==> config.mk <==
export PLATFORM = sky130hd
export DESIGN_NAME = controller_flat
export DESIGN_NICKNAME = d
export VERILOG_FILES = /design/src/hw/rv_pkg.sv /design/src/hw/ctrl_if.sv /design/src/hw/controller.sv /design/src/hw/maindec.sv /design/src/flat_wrapper.sv
export SDC_FILE = /design/constraint.sdc
export NUM_CORES = 1
export LEC_CHECK = 0
export ABC_AREA = 0
export BUFFER_PORTS_ARGS = -buffer_cell sky130_fd_sc_hd__buf_2
export CAP_MARGIN = 15
export CORE_UTILIZATION = 31
export DETAILED_ROUTE_END_ITERATION = 10
export PLACE_DENSITY = 0.81
export SYNTH_ARGS = -nofsm -noshare
export SYNTH_HDL_FRONTEND = slang
export SYNTH_SLANG_ARGS = --single-unit
==> constraint.sdc <==
create_clock -name vclk -period 2.08
set_input_delay 0.416 -clock vclk [all_inputs]
set_output_delay 0.416 -clock vclk [all_outputs]
set_load 0.02 [all_outputs]
==> src/hw/rv_pkg.sv <==
// ----------------------------------------------------------
// Shared encodings for the RV32I subset core
// Opcodes, mux select codes, ALU codes and instruction views
// ----------------------------------------------------------
package rv_pkg;

    localparam int XLEN = 32;                 // Data and address width

    // Major opcodes
    localparam logic [6:0] OP_LOAD   = 7'b0000011;
    localparam logic [6:0] OP_STORE  = 7'b0100011;
    localparam logic [6:0] OP_RTYPE  = 7'b0110011;
    localparam logic [6:0] OP_ITYPE  = 7'b0010011;
    localparam logic [6:0] OP_BRANCH = 7'b1100011;
    localparam logic [6:0] OP_JAL    = 7'b1101111;
    localparam logic [6:0] OP_LUI    = 7'b0110111;

    localparam logic [2:0] IMM_I = 3'd0;      // Immediate formats
    localparam logic [2:0] IMM_S = 3'd1;
    localparam logic [2:0] IMM_B = 3'd2;
    localparam logic [2:0] IMM_J = 3'd3;
    localparam logic [2:0] IMM_U = 3'd4;

    localparam logic [1:0] RES_ALU = 2'd0;    // Write-back source
    localparam logic [1:0] RES_MEM = 2'd1;
    localparam logic [1:0] RES_PC4 = 2'd2;

    localparam logic [1:0] ALUOP_ADD    = 2'b00; // Address calc, lui
    localparam logic [1:0] ALUOP_BRANCH = 2'b01; // Compare for branches
    localparam logic [1:0] ALUOP_FUNC   = 2'b10; // From funct3/funct7

    localparam logic [3:0] ALU_ADD   = 4'd0;
    localparam logic [3:0] ALU_SUB   = 4'd1;
    localparam logic [3:0] ALU_AND   = 4'd2;
    localparam logic [3:0] ALU_OR    = 4'd3;
    localparam logic [3:0] ALU_XOR   = 4'd4;
    localparam logic [3:0] ALU_SLT   = 4'd5;
    localparam logic [3:0] ALU_SLTU  = 4'd6;
    localparam logic [3:0] ALU_SLL   = 4'd7;
    localparam logic [3:0] ALU_SRL   = 4'd8;
    localparam logic [3:0] ALU_SRA   = 4'd9;
    localparam logic [3:0] ALU_PASSB = 4'd10; // Operand B straight through

    localparam logic [2:0] F3_SW = 3'b010;    // Word access size

    // One instruction word, seen through each encoding format
    typedef union packed {
        struct packed {
            logic [6:0] funct7;
            logic [4:0] rs2;
            logic [4:0] rs1;
            logic [2:0] funct3;
            logic [4:0] rd;
            logic [6:0] op;
        } r;
        struct packed {
            logic [11:0] imm11_0;
            logic [19:0] rest;
        } i;
        struct packed {
            logic [6:0]  imm11_5;
            logic [12:0] regs;
            logic [4:0]  imm4_0;
            logic [6:0]  op;
        } s;
        struct packed {
            logic        imm12;
            logic [5:0]  imm10_5;
            logic [12:0] regs;
            logic [3:0]  imm4_1;
            logic        imm11;
            logic [6:0]  op;
        } b;
        struct packed {
            logic [19:0] imm31_12;
            logic [11:0] rest;
        } u;
        struct packed {
            logic        imm20;
            logic [9:0]  imm10_1;
            logic        imm11;
            logic [7:0]  imm19_12;
            logic [11:0] rest;
        } j;
    } instr_u;

endpackage

==> src/hw/ctrl_if.sv <==
// ----------------------------------------------------------
// Control and flag bundle between controller and datapath
// ----------------------------------------------------------
`timescale 1ns/1ns
interface ctrl_if;

    logic       regwrite;   // Register file write enable
    logic       alusrc;     // ALU B from immediate
    logic [2:0] immsrc;     // Immediate format
    logic [1:0] resultsrc;  // Write-back source
    logic [3:0] alucontrol; // ALU function
    logic       pcsrc;      // Take branch/jump target
    logic       zero;       // ALU result is zero
    logic       lt;         // Less-than, sign set by ALU function

    modport ctrl (
        output regwrite, alusrc, immsrc, resultsrc, alucontrol, pcsrc,
        input  zero, lt
    );

    modport dp (
        input  regwrite, alusrc, immsrc, resultsrc, alucontrol, pcsrc,
        output zero, lt
    );

endinterface

==> src/hw/controller.sv <==
// ----------------------------------------------------------
// Controller with main decode, ALU decode and branch choice
// ----------------------------------------------------------
`timescale 1ns/1ns
module controller (
    input  rv_pkg::instr_u i_instr,    // Current instruction
    ctrl_if.ctrl           cif,        // Controls out, flags in
    output logic           o_memwrite, // Store enable to dmem
    output logic [2:0]     o_f3        // Access size to dmem
);
    import rv_pkg::*;

    logic       branch;
    logic       jump;
    logic       brcond;   // Branch condition met
    logic [1:0] aluop;
    logic [2:0] funct3;
    logic       f7b5;     // Selects sub and sra
    logic       is_rtype;

    maindec u_maindec (
        .i_op        (i_instr.r.op),
        .i_funct3    (i_instr.r.funct3),
        .o_resultsrc (cif.resultsrc),
        .o_memwrite  (o_memwrite),
        .o_branch    (branch),
        .o_alusrc    (cif.alusrc),
        .o_regwrite  (cif.regwrite),
        .o_jump      (jump),
        .o_immsrc    (cif.immsrc),
        .o_aluop     (aluop),
        .o_f3        (o_f3)
    );

    assign funct3   = i_instr.r.funct3;
    assign f7b5     = i_instr.r.funct7[5];
    assign is_rtype = (i_instr.r.op == OP_RTYPE); // No subi in I-type

    always_comb begin
        case (aluop)
            ALUOP_BRANCH: cif.alucontrol = funct3[1] ? ALU_SLTU : ALU_SUB; // bltu/bgeu unsigned
            ALUOP_FUNC: begin
                case (funct3)
                    3'b000:  cif.alucontrol = (is_rtype && f7b5) ? ALU_SUB : ALU_ADD;
                    3'b001:  cif.alucontrol = ALU_SLL;
                    3'b010:  cif.alucontrol = ALU_SLT;
                    3'b011:  cif.alucontrol = ALU_SLTU;
                    3'b100:  cif.alucontrol = ALU_XOR;
                    3'b101:  cif.alucontrol = f7b5 ? ALU_SRA : ALU_SRL; // srai too
                    3'b110:  cif.alucontrol = ALU_OR;
                    default: cif.alucontrol = ALU_AND;
                endcase
            end
            default: cif.alucontrol = (i_instr.r.op == OP_LUI) ? ALU_PASSB : ALU_ADD;
        endcase
    end

    // beq/bne use zero and the rest use lt with funct3[0] inverting
    assign brcond    = (funct3[2] ? cif.lt : cif.zero) ^ funct3[0];
    assign cif.pcsrc = jump | (branch & brcond);

    // Redirect only from branch or jal opcodes
    always_comb begin
        assert final (!cif.pcsrc || i_instr.r.op == OP_BRANCH || i_instr.r.op == OP_JAL)
            else $error("controller: pcsrc set for op %b", i_instr.r.op);
    end

endmodule

==> src/hw/maindec.sv <==
// ----------------------------------------------------------
// Main decoder from opcode to primary datapath controls
// Instantiated by the controller
// ----------------------------------------------------------
`timescale 1ns/1ns
module maindec (
    input  logic [6:0] i_op,        // Opcode field
    input  logic [2:0] i_funct3,    // Access size for loads/stores
    output logic [1:0] o_resultsrc, // Write-back source
    output logic       o_memwrite,  // Store enable
    output logic       o_branch,    // Conditional branch
    output logic       o_alusrc,    // ALU B from immediate
    output logic       o_regwrite,  // Register write enable
    output logic       o_jump,      // Unconditional jump
    output logic [2:0] o_immsrc,    // Immediate format
    output logic [1:0] o_aluop,     // ALU operation class
    output logic [2:0] o_f3         // Memory access size
);
    import rv_pkg::*;

    always_comb begin
        o_regwrite  = 1'b0;                 // Unknown opcodes keep these
        o_immsrc    = IMM_I;
        o_alusrc    = 1'b0;
        o_memwrite  = 1'b0;
        o_resultsrc = RES_ALU;
        o_branch    = 1'b0;
        o_aluop     = ALUOP_ADD;
        o_jump      = 1'b0;
        o_f3        = F3_SW;                // Word unless load/store says otherwise

        case (i_op)
            OP_LOAD: begin
                o_regwrite  = 1'b1;
                o_alusrc    = 1'b1;         // rs1 + imm
                o_resultsrc = RES_MEM;
                o_f3        = i_funct3;
            end
            OP_STORE: begin
                o_immsrc    = IMM_S;
                o_alusrc    = 1'b1;
                o_memwrite  = 1'b1;
                o_f3        = i_funct3;
            end
            OP_RTYPE: begin
                o_regwrite  = 1'b1;
                o_aluop     = ALUOP_FUNC;
            end
            OP_ITYPE: begin
                o_regwrite  = 1'b1;
                o_alusrc    = 1'b1;
                o_aluop     = ALUOP_FUNC;
            end
            OP_BRANCH: begin
                o_immsrc    = IMM_B;
                o_branch    = 1'b1;
                o_aluop     = ALUOP_BRANCH; // Compare rs1 with rs2
            end
            OP_JAL: begin
                o_regwrite  = 1'b1;
                o_immsrc    = IMM_J;
                o_resultsrc = RES_PC4;      // Link value
                o_jump      = 1'b1;
            end
            OP_LUI: begin
                o_regwrite  = 1'b1;
                o_immsrc    = IMM_U;
                o_alusrc    = 1'b1;         // Passed through the ALU
            end
            default: begin
            end
        endcase
    end

    // A store never writes back
    always_comb begin
        assert final (!(o_memwrite && o_regwrite))
            else $error("maindec: memwrite and regwrite both set, op %b", i_op);
    end

endmodule

==> src/flat_wrapper.sv <==
// flat-port wrapper written by rule: the top's interface ports become plain ports
module controller_flat import rv_pkg::*;
  (i_instr, o_memwrite, o_f3, cif_regwrite, cif_alusrc, cif_immsrc, cif_resultsrc, cif_alucontrol, cif_pcsrc, cif_zero, cif_lt);
  ctrl_if cif_i ();
  input  rv_pkg::instr_u i_instr;
  output logic o_memwrite;
  output logic [2:0] o_f3;
  output wire logic [$bits(cif_i.regwrite)-1:0] cif_regwrite;
  output wire logic [$bits(cif_i.alusrc)-1:0] cif_alusrc;
  output wire logic [$bits(cif_i.immsrc)-1:0] cif_immsrc;
  output wire logic [$bits(cif_i.resultsrc)-1:0] cif_resultsrc;
  output wire logic [$bits(cif_i.alucontrol)-1:0] cif_alucontrol;
  output wire logic [$bits(cif_i.pcsrc)-1:0] cif_pcsrc;
  input wire logic [$bits(cif_i.zero)-1:0] cif_zero;
  input wire logic [$bits(cif_i.lt)-1:0] cif_lt;
  assign cif_regwrite = cif_i.regwrite;
  assign cif_alusrc = cif_i.alusrc;
  assign cif_immsrc = cif_i.immsrc;
  assign cif_resultsrc = cif_i.resultsrc;
  assign cif_alucontrol = cif_i.alucontrol;
  assign cif_pcsrc = cif_i.pcsrc;
  assign cif_i.zero = cif_zero;
  assign cif_i.lt = cif_lt;
  controller u_core (.i_instr(i_instr), .cif(cif_i), .o_memwrite(o_memwrite), .o_f3(o_f3));
endmodule
==> impl_metrics.sql <==
INSERT INTO impl_metrics (metric_group, metric, value, unit) VALUES
('sta', 'setup-tns-final', '-0.886', 'ns'),
('sta', 'tightest_slew', '0.332', 'ns'),
('critical_path', 'worst-endpoint-required', '1.66', 'ns'),
('die', 'die_y', '38.1', 'um'),
('routing', 'drt_pre_antenna_iters', '4', ''),
('power_and_ir_drop', 'power.density_cell_area', '110', 'nW/um^2'),
('sta', 'max_slew_headroom_at_the_worst_pin', '77.7', '%'),
('sta', 'layout_worst_path_cycle_share', '113', '%'),
('global_routing', 'grt_max_degree', '10', ''),
('sta', 'setup_ws', '-0.273', 'ns'),
('power_and_ir_drop', 'cellLeakagePower', '0.409', 'nW'),
('global_routing', 'grt_pass1_vias', '516', ''),
('critical_path', 'worst_path_largest_cell_delay', '0.28', 'ns'),
('die', 'core_region_area', '1160', 'um^2'),
('sta', 'min_clock_period_post_route', '2.35', 'ns'),
('layout', 'total_area_of_multi_input_combinational_cells', '478', 'um^2'),
('layout', 'final_non_filler_cells', '123', ''),
('sta', 'clock.fmax', '425', 'MHz'),
('power_and_ir_drop', 'fin_total_pwr', '0.0924', 'mW'),
('routing', 'drc', '0', ''),
('layout', 'final_cell_mix', '23 x sky130_fd_sc_hd__buf_4, 21 x sky130_fd_sc_hd__buf_2, 8 x sky130_fd_sc_hd__nor2_1, 6 x sky130_fd_sc_hd__nand2_1, 4 x sky130_fd_sc_hd__o21ai_0', ''),
('flow_run', 'drv_cap', '0', ''),
('die', 'die_footprint', '1450', 'um^2'),
('worst_hold_path', 'holdCritStartpoint', 'i_instr[5]', ''),
('global_routing', 'antenna_found_initial', '0', ''),
('layout', 'diodes', '0', ''),
('layout', 'clock_buffers', '0', ''),
('routing', 'avgRoutedWirePerCell', '11.4', 'um'),
('outcome', 'run_status', 'complete, but fails checks', ''),
('layout', 'filler_cell_count', '91', ''),
('global_routing', 'grt_pass1_wl', '2170', 'um'),
('global_routing', 'global_route.usage.total', '20.5', '%'),
('layout', 'sequential_cell_area', '0', 'um^2'),
('synthesis', 'syn_nets', '99', ''),
('global_routing', 'grt_overflow_total', '0', ''),
('placement', 'dpl.hpwl', '960', 'um'),
('routing', 'vias_per_cell', '5.11', ''),
('routing', 'initialDrtViolationCount', '13', ''),
('critical_path', 'cp_num_buf_inv', '3', ''),
('sta', 'setup_viol', '4', ''),
('power_and_ir_drop', 'irDropWorstVdd', '0.0927', 'mV'),
('die', 'std_cell_rows', '12', ''),
('routing', 'vias', '628', ''),
('synthesis', 'syn_area', '403', 'um^2'),
('die', 'top_level_ports', '50', ''),
('synthesis', 'seq_area_frac_synth', '0', '%'),
('sta', 'rsz0062_at_grt', 'yes', ''),
('synthesis', 'ys.warnings.count', '0', ''),
('outcome', 'failing_checks', 'setup timing', ''),
('layout', 'final_common_cell', 'sky130_fd_sc_hd__buf_4', ''),
('critical_path', 'startpoint_class_of_the_critical_path', 'input pin', ''),
('critical_path', 'worst_setup_path_end_kind', 'primary output', ''),
('layout', 'area_growth_syn_to_layout', '108', '%'),
('placement', 'place.detailed.instances', '114', ''),
('die', 'initial_core_utilization', '34.8', '%'),
('critical_path', 'critPathMaxFanout', '3', ''),
('critical_path', 'cpMostUsedCell', 'sky130_fd_sc_hd__buf_6', ''),
('layout', 'sequential_cell_total', '0', ''),
('die', 'die_x', '38.1', 'um'),
('critical_path', 'worst-endpoint-arrival', '1.94', 'ns'),
('worst_hold_path', 'min-delay-path-class', 'in -> out', ''),
('routing', 'drtAntennaViolNets', '0', ''),
('sta', 'hold_viol', '0', ''),
('critical_path', 'critical_path.startpoint', 'i_instr[4]', ''),
('layout', 'fin_nets', '147', ''),
('critical_path', 'critPathTopFamily', 'simple AND/OR/NAND/NOR gates', ''),
('sta', 'slew_viol_final', '0', ''),
('critical_path', 'cp_cell_sequence', 'buf_6 > and3b_1 > nand3_2 > or2_4 > inv_2 > ha_4 > nor2_2 > a22o_1 > a211oi_4 > buf_6', ''),
('synthesis', 'syn_inst', '63', ''),
('critical_path', 'slowest_stage', 'sky130_fd_sc_hd__or2_4', ''),
('placement', 'port_buffers', '29', ''),
('critical_path', 'critical_path_class', 'in -> out', ''),
('routing', 'routed_wl', '1410', 'um'),
('synthesis', 'avgSynthCellArea', '6.40', 'um^2'),
('layout', 'drive_above_1_share', '63.3', '%'),
('placement', 'gp_congestion', '0.744', ''),
('synthesis', 'ys_types', '30', '');
what timing repair did:
item / in CTS / in global routing
hold endpoints to repair: 0 / 0
cloned: 0 / 0
hold buffers: 0 / 0
setup buffers: 7 / 5
pin swaps: 5 / 7
resized for setup: 17 / 4
setup endpoints to repair: 4 / 7
synthesized netlist by cell type:
cell type,count,area share (%)
sky130_fd_sc_hd__nor2_1,11,10
sky130_fd_sc_hd__nand2_1,7,6.5
sky130_fd_sc_hd__a21oi_1,5,6.2
sky130_fd_sc_hd__o21ai_0,5,6.2
sky130_fd_sc_hd__and2_1,4,6.2
sky130_fd_sc_hd__nand3_1,3,3.7
sky130_fd_sc_hd__ha_1,2,6.2
sky130_fd_sc_hd__inv_1,2,1.9
sky130_fd_sc_hd__nand2b_1,2,3.1
sky130_fd_sc_hd__nor2b_1,2,3.1
sky130_fd_sc_hd__a211oi_2,1,3.1
sky130_fd_sc_hd__a21o_1,1,1.9
sky130_fd_sc_hd__a22o_1,1,2.2
sky130_fd_sc_hd__a32oi_1,1,2.2
sky130_fd_sc_hd__and3b_1,1,2.2
sky130_fd_sc_hd__and4bb_2,1,3.1
sky130_fd_sc_hd__buf_2,1,1.2
sky130_fd_sc_hd__clkbuf_1,1,0.93
sky130_fd_sc_hd__inv_2,1,0.93
sky130_fd_sc_hd__mux2_2,1,2.8
sky130_fd_sc_hd__mux2i_1,1,2.5
sky130_fd_sc_hd__nand3_2,1,2.5
sky130_fd_sc_hd__nand4bb_1,1,2.8
sky130_fd_sc_hd__nor3b_2,1,3.1
sky130_fd_sc_hd__nor4_4,1,5.3
sky130_fd_sc_hd__o21a_1,1,1.9
sky130_fd_sc_hd__o41ai_1,1,2.2
sky130_fd_sc_hd__or2_1,1,1.6
sky130_fd_sc_hd__or2_4,1,2.2
sky130_fd_sc_hd__xor2_1,1,2.2
per-stage QoR:
step,util [%],area [um^2],setup slack [ns],hold WS (ns)
3_3_place_gp,59.3,686,-0.274,1.22
2_1_floorplan,-,457,-0.0717,0.910
5_1_grt,72.5,838,-0.349,1.25
3_5_place_dp,59.3,686,-0.297,1.22
6_report,72.5,838,-0.273,1.22
4_1_cts,69.3,801,-0.250,1.22
routing by layer:
metal	wire length, um	track usage, %	share of wire (%)
met1	544	23.1	39
met2	784	41.5	56
met3	78	0.581	5.5
met4	0	3.57	0
met5	0	0	0
area by class of cell:
cell class | count | area share (%)
Inverter | 3 | 1.34
Multi-Input combinational cell | 58 | 57.0
Tap cell | 14 | 2.09
Timing Repair Buffer | 48 | 39.6
where the power goes:
part	switching, mW	internal, mW	leakage, nW
Combinational	0.0475	0.0449	0.409
Sequential	0	0	0
Clock	0	0	0
Total	0.0475	0.0449	0.409
cells by family after synthesis:
kind of cell               Yosys count  share of synthesized area (%)
adders and majority gates            2                           6.21
xor gates and xnor gates             1                           2.17
AOI/OAI and AO/OA                   16                           25.8
and+or+nand+nor                     37                           55.6
buffers and inverters                5                           4.97
muxes                                2                           5.28
worst min-delay path: cells and delay by family:
kind	cells	cell delay (ns)
buffers and inverters	3	0.35
AND/OR/NAND/NOR	1	0.04
worst paths after layout:
kind                            end  slack (ns)  depth (start not counted)
setup / recovery  cif_alucontrol[0]       -0.27                         10
hold / removal     cif_resultsrc[0]        1.22                          4
No activity file was read; power rests on OpenSTA's default activity.
