===== src/hw/rv_pkg.sv =====
// ----------------------------------------------------------
// Shared encodings for the RV32I subset core
// Opcodes, mux select codes, ALU codes and instruction views
// ----------------------------------------------------------
package rv_pkg;

    localparam int XLEN = 32;                 // Data and address width

    // Major opcodes
    localparam logic [6:0] OP_LOAD   = 7'b0000011;
    localparam logic [6:0] OP_STORE  = 7'b0100011;
    localparam logic [6:0] OP_RTYPE  = 7'b0110011;
    localparam logic [6:0] OP_ITYPE  = 7'b0010011;
    localparam logic [6:0] OP_BRANCH = 7'b1100011;
    localparam logic [6:0] OP_JAL    = 7'b1101111;
    localparam logic [6:0] OP_LUI    = 7'b0110111;

    localparam logic [2:0] IMM_I = 3'd0;      // Immediate formats
    localparam logic [2:0] IMM_S = 3'd1;
    localparam logic [2:0] IMM_B = 3'd2;
    localparam logic [2:0] IMM_J = 3'd3;
    localparam logic [2:0] IMM_U = 3'd4;

    localparam logic [1:0] RES_ALU = 2'd0;    // Write-back source
    localparam logic [1:0] RES_MEM = 2'd1;
    localparam logic [1:0] RES_PC4 = 2'd2;

    localparam logic [1:0] ALUOP_ADD    = 2'b00; // Address calc, lui
    localparam logic [1:0] ALUOP_BRANCH = 2'b01; // Compare for branches
    localparam logic [1:0] ALUOP_FUNC   = 2'b10; // From funct3/funct7

    localparam logic [3:0] ALU_ADD   = 4'd0;
    localparam logic [3:0] ALU_SUB   = 4'd1;
    localparam logic [3:0] ALU_AND   = 4'd2;
    localparam logic [3:0] ALU_OR    = 4'd3;
    localparam logic [3:0] ALU_XOR   = 4'd4;
    localparam logic [3:0] ALU_SLT   = 4'd5;
    localparam logic [3:0] ALU_SLTU  = 4'd6;
    localparam logic [3:0] ALU_SLL   = 4'd7;
    localparam logic [3:0] ALU_SRL   = 4'd8;
    localparam logic [3:0] ALU_SRA   = 4'd9;
    localparam logic [3:0] ALU_PASSB = 4'd10; // Operand B straight through

    localparam logic [2:0] F3_SW = 3'b010;    // Word access size

    // One instruction word, seen through each encoding format
    typedef union packed {
        struct packed {
            logic [6:0] funct7;
            logic [4:0] rs2;
            logic [4:0] rs1;
            logic [2:0] funct3;
            logic [4:0] rd;
            logic [6:0] op;
        } r;
        struct packed {
            logic [11:0] imm11_0;
            logic [19:0] rest;
        } i;
        struct packed {
            logic [6:0]  imm11_5;
            logic [12:0] regs;
            logic [4:0]  imm4_0;
            logic [6:0]  op;
        } s;
        struct packed {
            logic        imm12;
            logic [5:0]  imm10_5;
            logic [12:0] regs;
            logic [3:0]  imm4_1;
            logic        imm11;
            logic [6:0]  op;
        } b;
        struct packed {
            logic [19:0] imm31_12;
            logic [11:0] rest;
        } u;
        struct packed {
            logic        imm20;
            logic [9:0]  imm10_1;
            logic        imm11;
            logic [7:0]  imm19_12;
            logic [11:0] rest;
        } j;
    } instr_u;

endpackage


===== src/hw/ctrl_if.sv =====
// ----------------------------------------------------------
// Control and flag bundle between controller and datapath
// ----------------------------------------------------------
`timescale 1ns/1ns
interface ctrl_if;

    logic       regwrite;   // Register file write enable
    logic       alusrc;     // ALU B from immediate
    logic [2:0] immsrc;     // Immediate format
    logic [1:0] resultsrc;  // Write-back source
    logic [3:0] alucontrol; // ALU function
    logic       pcsrc;      // Take branch/jump target
    logic       zero;       // ALU result is zero
    logic       lt;         // Less-than, sign set by ALU function

    modport ctrl (
        output regwrite, alusrc, immsrc, resultsrc, alucontrol, pcsrc,
        input  zero, lt
    );

    modport dp (
        input  regwrite, alusrc, immsrc, resultsrc, alucontrol, pcsrc,
        output zero, lt
    );

endinterface


===== src/hw/alu.sv =====
// ----------------------------------------------------------
// ALU with the ten RV32I functions, pass-B and compare flags
// ----------------------------------------------------------
`timescale 1ns/1ns
module alu (
    input  logic [rv_pkg::XLEN-1:0] i_a,
    input  logic [rv_pkg::XLEN-1:0] i_b,
    input  logic [3:0]              i_ctrl, // ALU function
    output logic [rv_pkg::XLEN-1:0] o_y,
    output logic                    o_zero, // Result is zero
    output logic                    o_lt    // a < b, sign per function
);
    import rv_pkg::*;

    logic       slt;   // Signed compare
    logic       sltu;  // Unsigned compare
    logic [4:0] shamt;

    assign slt   = ($signed(i_a) < $signed(i_b));
    assign sltu  = (i_a < i_b);
    assign shamt = i_b[4:0];

    always_comb begin
        case (i_ctrl)
            ALU_ADD:   o_y = i_a + i_b;
            ALU_SUB:   o_y = i_a - i_b;
            ALU_AND:   o_y = i_a & i_b;
            ALU_OR:    o_y = i_a | i_b;
            ALU_XOR:   o_y = i_a ^ i_b;
            ALU_SLT:   o_y = {{(XLEN-1){1'b0}}, slt};
            ALU_SLTU:  o_y = {{(XLEN-1){1'b0}}, sltu};
            ALU_SLL:   o_y = i_a << shamt;
            ALU_SRL:   o_y = i_a >> shamt;
            ALU_SRA:   o_y = $signed(i_a) >>> shamt;
            ALU_PASSB: o_y = i_b;              // lui
            default:   o_y = '0;
        endcase
    end

    assign o_zero = (o_y == '0);
    assign o_lt   = (i_ctrl == ALU_SLTU) ? sltu : slt; // Unsigned for bltu/bgeu

endmodule


===== src/hw/datapath.sv =====
// ----------------------------------------------------------
// Datapath with PC, immediate extend, register file and ALU
// Steered by the controller through ctrl_if
// ----------------------------------------------------------
`timescale 1ns/1ns
module datapath (
    input  logic                    i_clk,
    input  logic                    i_rst,
    input  rv_pkg::instr_u          i_instr, // Current instruction
    ctrl_if.dp                      cif,     // Controls in, flags out
    input  logic [rv_pkg::XLEN-1:0] i_rdata, // Extended load data
    output logic [rv_pkg::XLEN-1:0] o_pc,    // Fetch address
    output logic [rv_pkg::XLEN-1:0] o_addr,  // Data address
    output logic [rv_pkg::XLEN-1:0] o_wdata  // Store data, unshifted
);
    import rv_pkg::*;

    logic [XLEN-1:0] pc_plus4;
    logic [XLEN-1:0] pc_target;
    logic [XLEN-1:0] immext;
    logic [XLEN-1:0] rd1;
    logic [XLEN-1:0] rd2;
    logic [XLEN-1:0] srcb;
    logic [XLEN-1:0] aluy;
    logic [XLEN-1:0] result;

    assign pc_plus4  = o_pc + 32'd4;
    assign pc_target = o_pc + immext;       // Branch and jal target

    always_ff @(posedge i_clk) begin
        if (i_rst) begin
            o_pc <= '0;
        end else begin
            o_pc <= cif.pcsrc ? pc_target : pc_plus4;
        end
    end

    // Immediate pieces from the format views
    always_comb begin
        case (cif.immsrc)
            IMM_S: immext = {{20{i_instr.s.imm11_5[6]}}, i_instr.s.imm11_5, i_instr.s.imm4_0};
            IMM_B: immext = {{20{i_instr.b.imm12}}, i_instr.b.imm11, i_instr.b.imm10_5,
                             i_instr.b.imm4_1, 1'b0};
            IMM_J: immext = {{12{i_instr.j.imm20}}, i_instr.j.imm19_12, i_instr.j.imm11,
                             i_instr.j.imm10_1, 1'b0};
            IMM_U: immext = {i_instr.u.imm31_12, 12'b0};
            default: immext = {{20{i_instr.i.imm11_0[11]}}, i_instr.i.imm11_0};
        endcase
    end

    regfile u_regfile (
        .i_clk (i_clk),
        .i_rst (i_rst),
        .i_we  (cif.regwrite),
        .i_ra1 (i_instr.r.rs1),
        .i_ra2 (i_instr.r.rs2),
        .i_wa  (i_instr.r.rd),
        .i_wd  (result),
        .o_rd1 (rd1),
        .o_rd2 (rd2)
    );

    assign srcb = cif.alusrc ? immext : rd2;

    alu u_alu (
        .i_a    (rd1),
        .i_b    (srcb),
        .i_ctrl (cif.alucontrol),
        .o_y    (aluy),
        .o_zero (cif.zero),
        .o_lt   (cif.lt)
    );

    always_comb begin
        case (cif.resultsrc)
            RES_MEM: result = i_rdata;
            RES_PC4: result = pc_plus4;     // jal link
            default: result = aluy;
        endcase
    end

    assign o_addr  = aluy;
    assign o_wdata = rd2;

endmodule


===== src/hw/regfile.sv =====
// ----------------------------------------------------------
// 32 x 32 register file with two reads and one write
// ----------------------------------------------------------
`timescale 1ns/1ns
module regfile (
    input  logic                    i_clk,
    input  logic                    i_rst,
    input  logic                    i_we,  // Write enable
    input  logic [4:0]              i_ra1, // Read address 1
    input  logic [4:0]              i_ra2, // Read address 2
    input  logic [4:0]              i_wa,  // Write address
    input  logic [rv_pkg::XLEN-1:0] i_wd,  // Write data
    output logic [rv_pkg::XLEN-1:0] o_rd1,
    output logic [rv_pkg::XLEN-1:0] o_rd2
);
    import rv_pkg::*;

    logic [XLEN-1:0] regs [32];

    always_ff @(posedge i_clk) begin
        if (i_we && !i_rst) begin       // No writes while in reset
            regs[i_wa] <= i_wd;
        end
    end

    // x0 reads zero whatever was written there
    assign o_rd1 = (i_ra1 == 5'd0) ? '0 : regs[i_ra1];
    assign o_rd2 = (i_ra2 == 5'd0) ? '0 : regs[i_ra2];

endmodule


===== src/flat_wrapper.sv =====
// flat-port wrapper written by rule: the top's interface ports become plain ports
module datapath_flat import rv_pkg::*;
  (i_clk, i_rst, i_instr, i_rdata, o_pc, o_addr, o_wdata, cif_regwrite, cif_alusrc, cif_immsrc, cif_resultsrc, cif_alucontrol, cif_pcsrc, cif_zero, cif_lt);
  ctrl_if cif_i ();
  input  logic i_clk;
  input  logic i_rst;
  input  rv_pkg::instr_u i_instr;
  input  logic [rv_pkg::XLEN-1:0] i_rdata;
  output logic [rv_pkg::XLEN-1:0] o_pc;
  output logic [rv_pkg::XLEN-1:0] o_addr;
  output logic [rv_pkg::XLEN-1:0] o_wdata;
  input wire logic [$bits(cif_i.regwrite)-1:0] cif_regwrite;
  input wire logic [$bits(cif_i.alusrc)-1:0] cif_alusrc;
  input wire logic [$bits(cif_i.immsrc)-1:0] cif_immsrc;
  input wire logic [$bits(cif_i.resultsrc)-1:0] cif_resultsrc;
  input wire logic [$bits(cif_i.alucontrol)-1:0] cif_alucontrol;
  input wire logic [$bits(cif_i.pcsrc)-1:0] cif_pcsrc;
  output wire logic [$bits(cif_i.zero)-1:0] cif_zero;
  output wire logic [$bits(cif_i.lt)-1:0] cif_lt;
  assign cif_i.regwrite = cif_regwrite;
  assign cif_i.alusrc = cif_alusrc;
  assign cif_i.immsrc = cif_immsrc;
  assign cif_i.resultsrc = cif_resultsrc;
  assign cif_i.alucontrol = cif_alucontrol;
  assign cif_i.pcsrc = cif_pcsrc;
  assign cif_zero = cif_i.zero;
  assign cif_lt = cif_i.lt;
  datapath u_core (.i_clk(i_clk), .i_rst(i_rst), .i_instr(i_instr), .cif(cif_i), .i_rdata(i_rdata), .o_pc(o_pc), .o_addr(o_addr), .o_wdata(o_wdata));
endmodule

===== config.mk =====
export PLATFORM = sky130hd
export DESIGN_NAME = datapath_flat
export DESIGN_NICKNAME = d
export VERILOG_FILES = /design/src/hw/rv_pkg.sv /design/src/hw/ctrl_if.sv /design/src/hw/alu.sv /design/src/hw/datapath.sv /design/src/hw/regfile.sv /design/src/flat_wrapper.sv
export SDC_FILE = /design/constraint.sdc
export NUM_CORES = 2
export LEC_CHECK = 0
export BUFFER_PORTS_ARGS = -buffer_cell sky130_fd_sc_hd__buf_2
export CAP_MARGIN = 0
export CORE_UTILIZATION = 60
export DETAILED_ROUTE_END_ITERATION = 10
export GPL_ROUTABILITY_DRIVEN = 1
export PLACE_DENSITY_LB_ADDON = 0.2
export SYNTH_ARGS = -nofsm -noshare
export SYNTH_HDL_FRONTEND = slang
export SYNTH_HIERARCHICAL = 1
export SYNTH_SLANG_ARGS = --single-unit

===== constraint.sdc =====
create_clock -name i_clk -period 19.2 [get_ports i_clk]
set_input_delay 3.84 -clock i_clk [delete_from_list [all_inputs] [get_ports i_clk]]
set_output_delay 3.84 -clock i_clk [all_outputs]
set_load 0.005 [all_outputs]

==> results.json <==
{
  "vias": 48500,
  "cp_max_fo": 45,
  "clock_path_buffers": 3,
  "fin_crit_sh_pct": 85.0,
  "grt_pass1_vias": 46600,
  "dpl_cell_area_mm2": 0.0655,
  "final_nets": 5007,
  "power.switching_mw": 2.04,
  "viasPerCell": 7.74,
  "path_clk_slew_ns": 0.07,
  "worst_pin_slew_ns": 1.48,
  "final_util_pct": 66.5,
  "wl_um": 239000,
  "die_w_um": 326,
  "overflow": 0,
  "max_slew_margin_pct": 0.419,
  "irDropWorstVdd_mv": 0.0950,
  "syn_inst": 4715,
  "netlist.top_cell.by_area": "edfxtp_1",
  "first_pass_iters": 8,
  "drtAntennaViolNets": 0,
  "synth_ff_type": "edfxtp_1",
  "fin_total_pwr_mw": 6.41,
  "root_buffer": "clkbuf_16",
  "ys_async_sr_fraction_pct": 0,
  "p_clk_share_pct": 32.1,
  "grt_max_degree": 119,
  "synth_area_mm2": 0.0629,
  "synthToLayoutAreaGrowth_pct": 9.70,
  "cts_sinks": 1056,
  "synth_warnings": 6,
  "power.density_mw_per_mm2": 93.0,
  "hold_viol_final": 0,
  "drv_cap": 2,
  "die_h_um": 326,
  "drive_gt1_share_pct": 24.3,
  "timing_worst_setup_path_type": "in2out",
  "power_frac_comb_pct": 25.7,
  "cp.required_ns": 15.36,
  "status": "finished, violations left",
  "io_buffer_count": 168,
  "rsz0062_at_grt": "no",
  "cts_resized": 0,
  "ys_seq_area_share_pct": 49.9,
  "core_area_mm2": 0.104,
  "track_usage_pct": 44.4,
  "final_max_slew_viol_count": 0,
  "pwr-share-seq_pct": 42.1,
  "setup_violations": 0,
  "fp.dieArea_mm2": 0.106,
  "numCtsBuffers": 105,
  "hold_class": "reg2reg",
  "synth_nets": 4928,
  "hold_ws_ns": 0.670,
  "drc_errors": 0,
  "synth_seq_cells": 1056,
  "rows": 118,
  "routedWlPerCell_um": 38.0,
  "cts_tree": "done",
  "p_int_mw": 4.38,
  "htree_levels": 3,
  "synth_edf_count": 1024,
  "dp_hpwl_um": 153000,
  "synth_cell_type_count": 122,
  "postCtsSetupBuffers": 0,
  "synth_area_leaders": "edfxtp_1 49%, mux4_2 14%, mux2i_1 5.9%",
  "drtIter0Drc": 8451,
  "max_freq_mhz": 61.3,
  "cp-end-kind": "output pin",
  "clock_latency_ns": 0.72,
  "violations": "capacitance limit",
  "worst_clock_skew_ns": 0.0425,
  "ios": 176,
  "cts-hold-fix-buffers": 0,
  "leakagePower_nw": 24.1,
  "swShare_pct": 31.8,
  "worst_ep_arrival_time_ns": 12.48,
  "yosysTopAreaCellShare_pct": 48.9,
  "initial_core_util_pct": 60.6,
  "grt_pass1_wl_um": 336000,
  "grt_antenna_before_repair": 11,
  "syn_avg_cell_area_um2": 13.3,
  "design_area_mm2": 0.0690,
  "setup_tns_ns": 0,
  "fin_crit_ns": 16.32,
  "place.gp.congestion": 1.05,
  "critPathLaunchType": "primary input"
}
[placed cells by master (no fill, tap or decap), types with 19 or more instances in the layout]
master	instances
a211oi_1	100
a21o_1	33
a21oi_1	176
a221oi_1	61
a22oi_1	116
a311oi_2	25
a31oi_1	19
buf_2	161
buf_4	180
clkbuf_1	19
clkbuf_16	106
clkinv_1	31
clkinv_2	22
dfxtp_1	32
edfxtp_1	1024
ha_1	131
inv_1	114
mux2_2	112
mux2i_1	369
mux4_2	389
nand2_1	317
nand2b_1	21
nand3_1	57
nand4_1	61
nor2_1	207
nor2_4	35
nor2b_1	66
nor3_1	57
o2111ai_1	29
o211ai_1	23
o21ai_0	161
o21ai_2	31
o221ai_1	76
o22ai_1	24
o31ai_1	20
xnor2_1	46
[power by group through the flow]
stage	logic [mW]	clock network [mW]	registers, mW
5_1_grt	1.72	2.15	2.70
3_3_place_gp	1.57	0	2.75
6_report	1.65	2.06	2.70
2_1_floorplan	1.00	0	2.75
3_5_place_dp	1.58	0	2.75
4_1_cts	1.59	2.06	2.70
[registers in the layout, indices dropped and copies added, names as in the netlist]
| name | cells |
|---|---|
| u_core/o_pc | 32 |
| u_core/u_regfile/regs | 1024 |
[per-stage QoR]
stage	setup WS [ns]	cells
2_1_floorplan	5.91	4715
3_3_place_gp	3.35	6067
3_5_place_dp	3.32	6067
4_1_cts	3.31	6263
5_1_grt	2.47	6264
6_report	2.88	6272
[path summary, 6_finish.rpt]
kind,startpoint,endpoint,slack [ns],depth (start not counted)
worst max-delay path,i_instr[21],cif_zero,2.88,22
worst max register to register,u_core/u_regfile/regs[15][1]$_DFFE_PP_,u_core/u_regfile/regs[7][31]$_DFFE_PP_,11.46,19
worst min register to register,u_core/o_pc[0]$_SDFFE_PP0P_,u_core/o_pc[0]$_SDFFE_PP0P_,0.67,2
worst min-delay path,u_core/o_pc[0]$_SDFFE_PP0P_,u_core/o_pc[0]$_SDFFE_PP0P_,0.67,2
[routing by layer]
layer | vias up | part of all wire (%) | track usage, %
li1 | 19300 | - | -
met1 | 24000 | 34 | 56.5
met2 | 4253 | 44 | 66.6
met3 | 970 | 14 | 13.2
met4 | 10 | 7.6 | 28.9
met5 | - | 0.026 | 0
[final cells by class]
class | instances | area, um^2
inverters | 121 | 455
fillers | 7358 | 34800
multi-input cells | 3160 | 29700
flip-flops and latches | 1056 | 31400
well taps | 1380 | 1730
clock buffers | 125 | 2720
clock inverters | 71 | 716
repair buffers | 350 | 2300
diodes | 9 | 22.5
[synthesized netlist by cell type, types with 17 or more instances]
cell type  count
a211oi_1     105
a21o_1        33
a21oi_1      176
a221o_1       17
a221oi_1      61
a22oi_1      116
a311oi_1      38
a31oi_1       20
and2_1        19
buf_1         22
buf_2         76
buf_4         47
buf_6         26
clkbuf_1     187
dfxtp_1       32
edfxtp_1    1024
ha_1         132
inv_1        116
mux2_2       113
mux2i_1      369
mux4_2       389
nand2_1      317
nand2b_1      22
nand3_1       57
nand4_1       61
nor2_1       242
nor2b_1       70
nor3_1        58
o2111ai_1     29
o211ai_1      23
o21ai_0      185
o221ai_1      76
o22ai_1       24
o31ai_1       20
xnor2_1       46
xor2_1        18
[logic make-up after synthesis]
family	count (synthesis)	share of synthesized area [%]
xor+xnor	64	0.891
fa+ha+maj	135	2.72
compound gates	1108	12.6
flops	1056	49.9
buf+inv	499	4.03
mux	886	22.4
simple gates	967	7.48
[worst max-delay path: stages]
cell and delay (ns):
buf_6 0.19, buf_4 0.33, or3_2 0.85, buf_4 0.39, o221ai_1 0.28, a221oi_2 0.05, a211oi_1 0.97, mux2_4 0.76
inv_1 0.41, ha_1 0.43, nand3_1 0.13, a2111oi_0 0.91, nand2b_1 0.28, o31ai_1 0.23, o31ai_1 0.81, a41o_1 0.37
o221a_2 0.21, o22ai_1 0.14, nor3_1 0.36, nand4b_1 0.16, nor4_2 0.14, buf_2 0.15
Power figures use the tool's default switching activity.
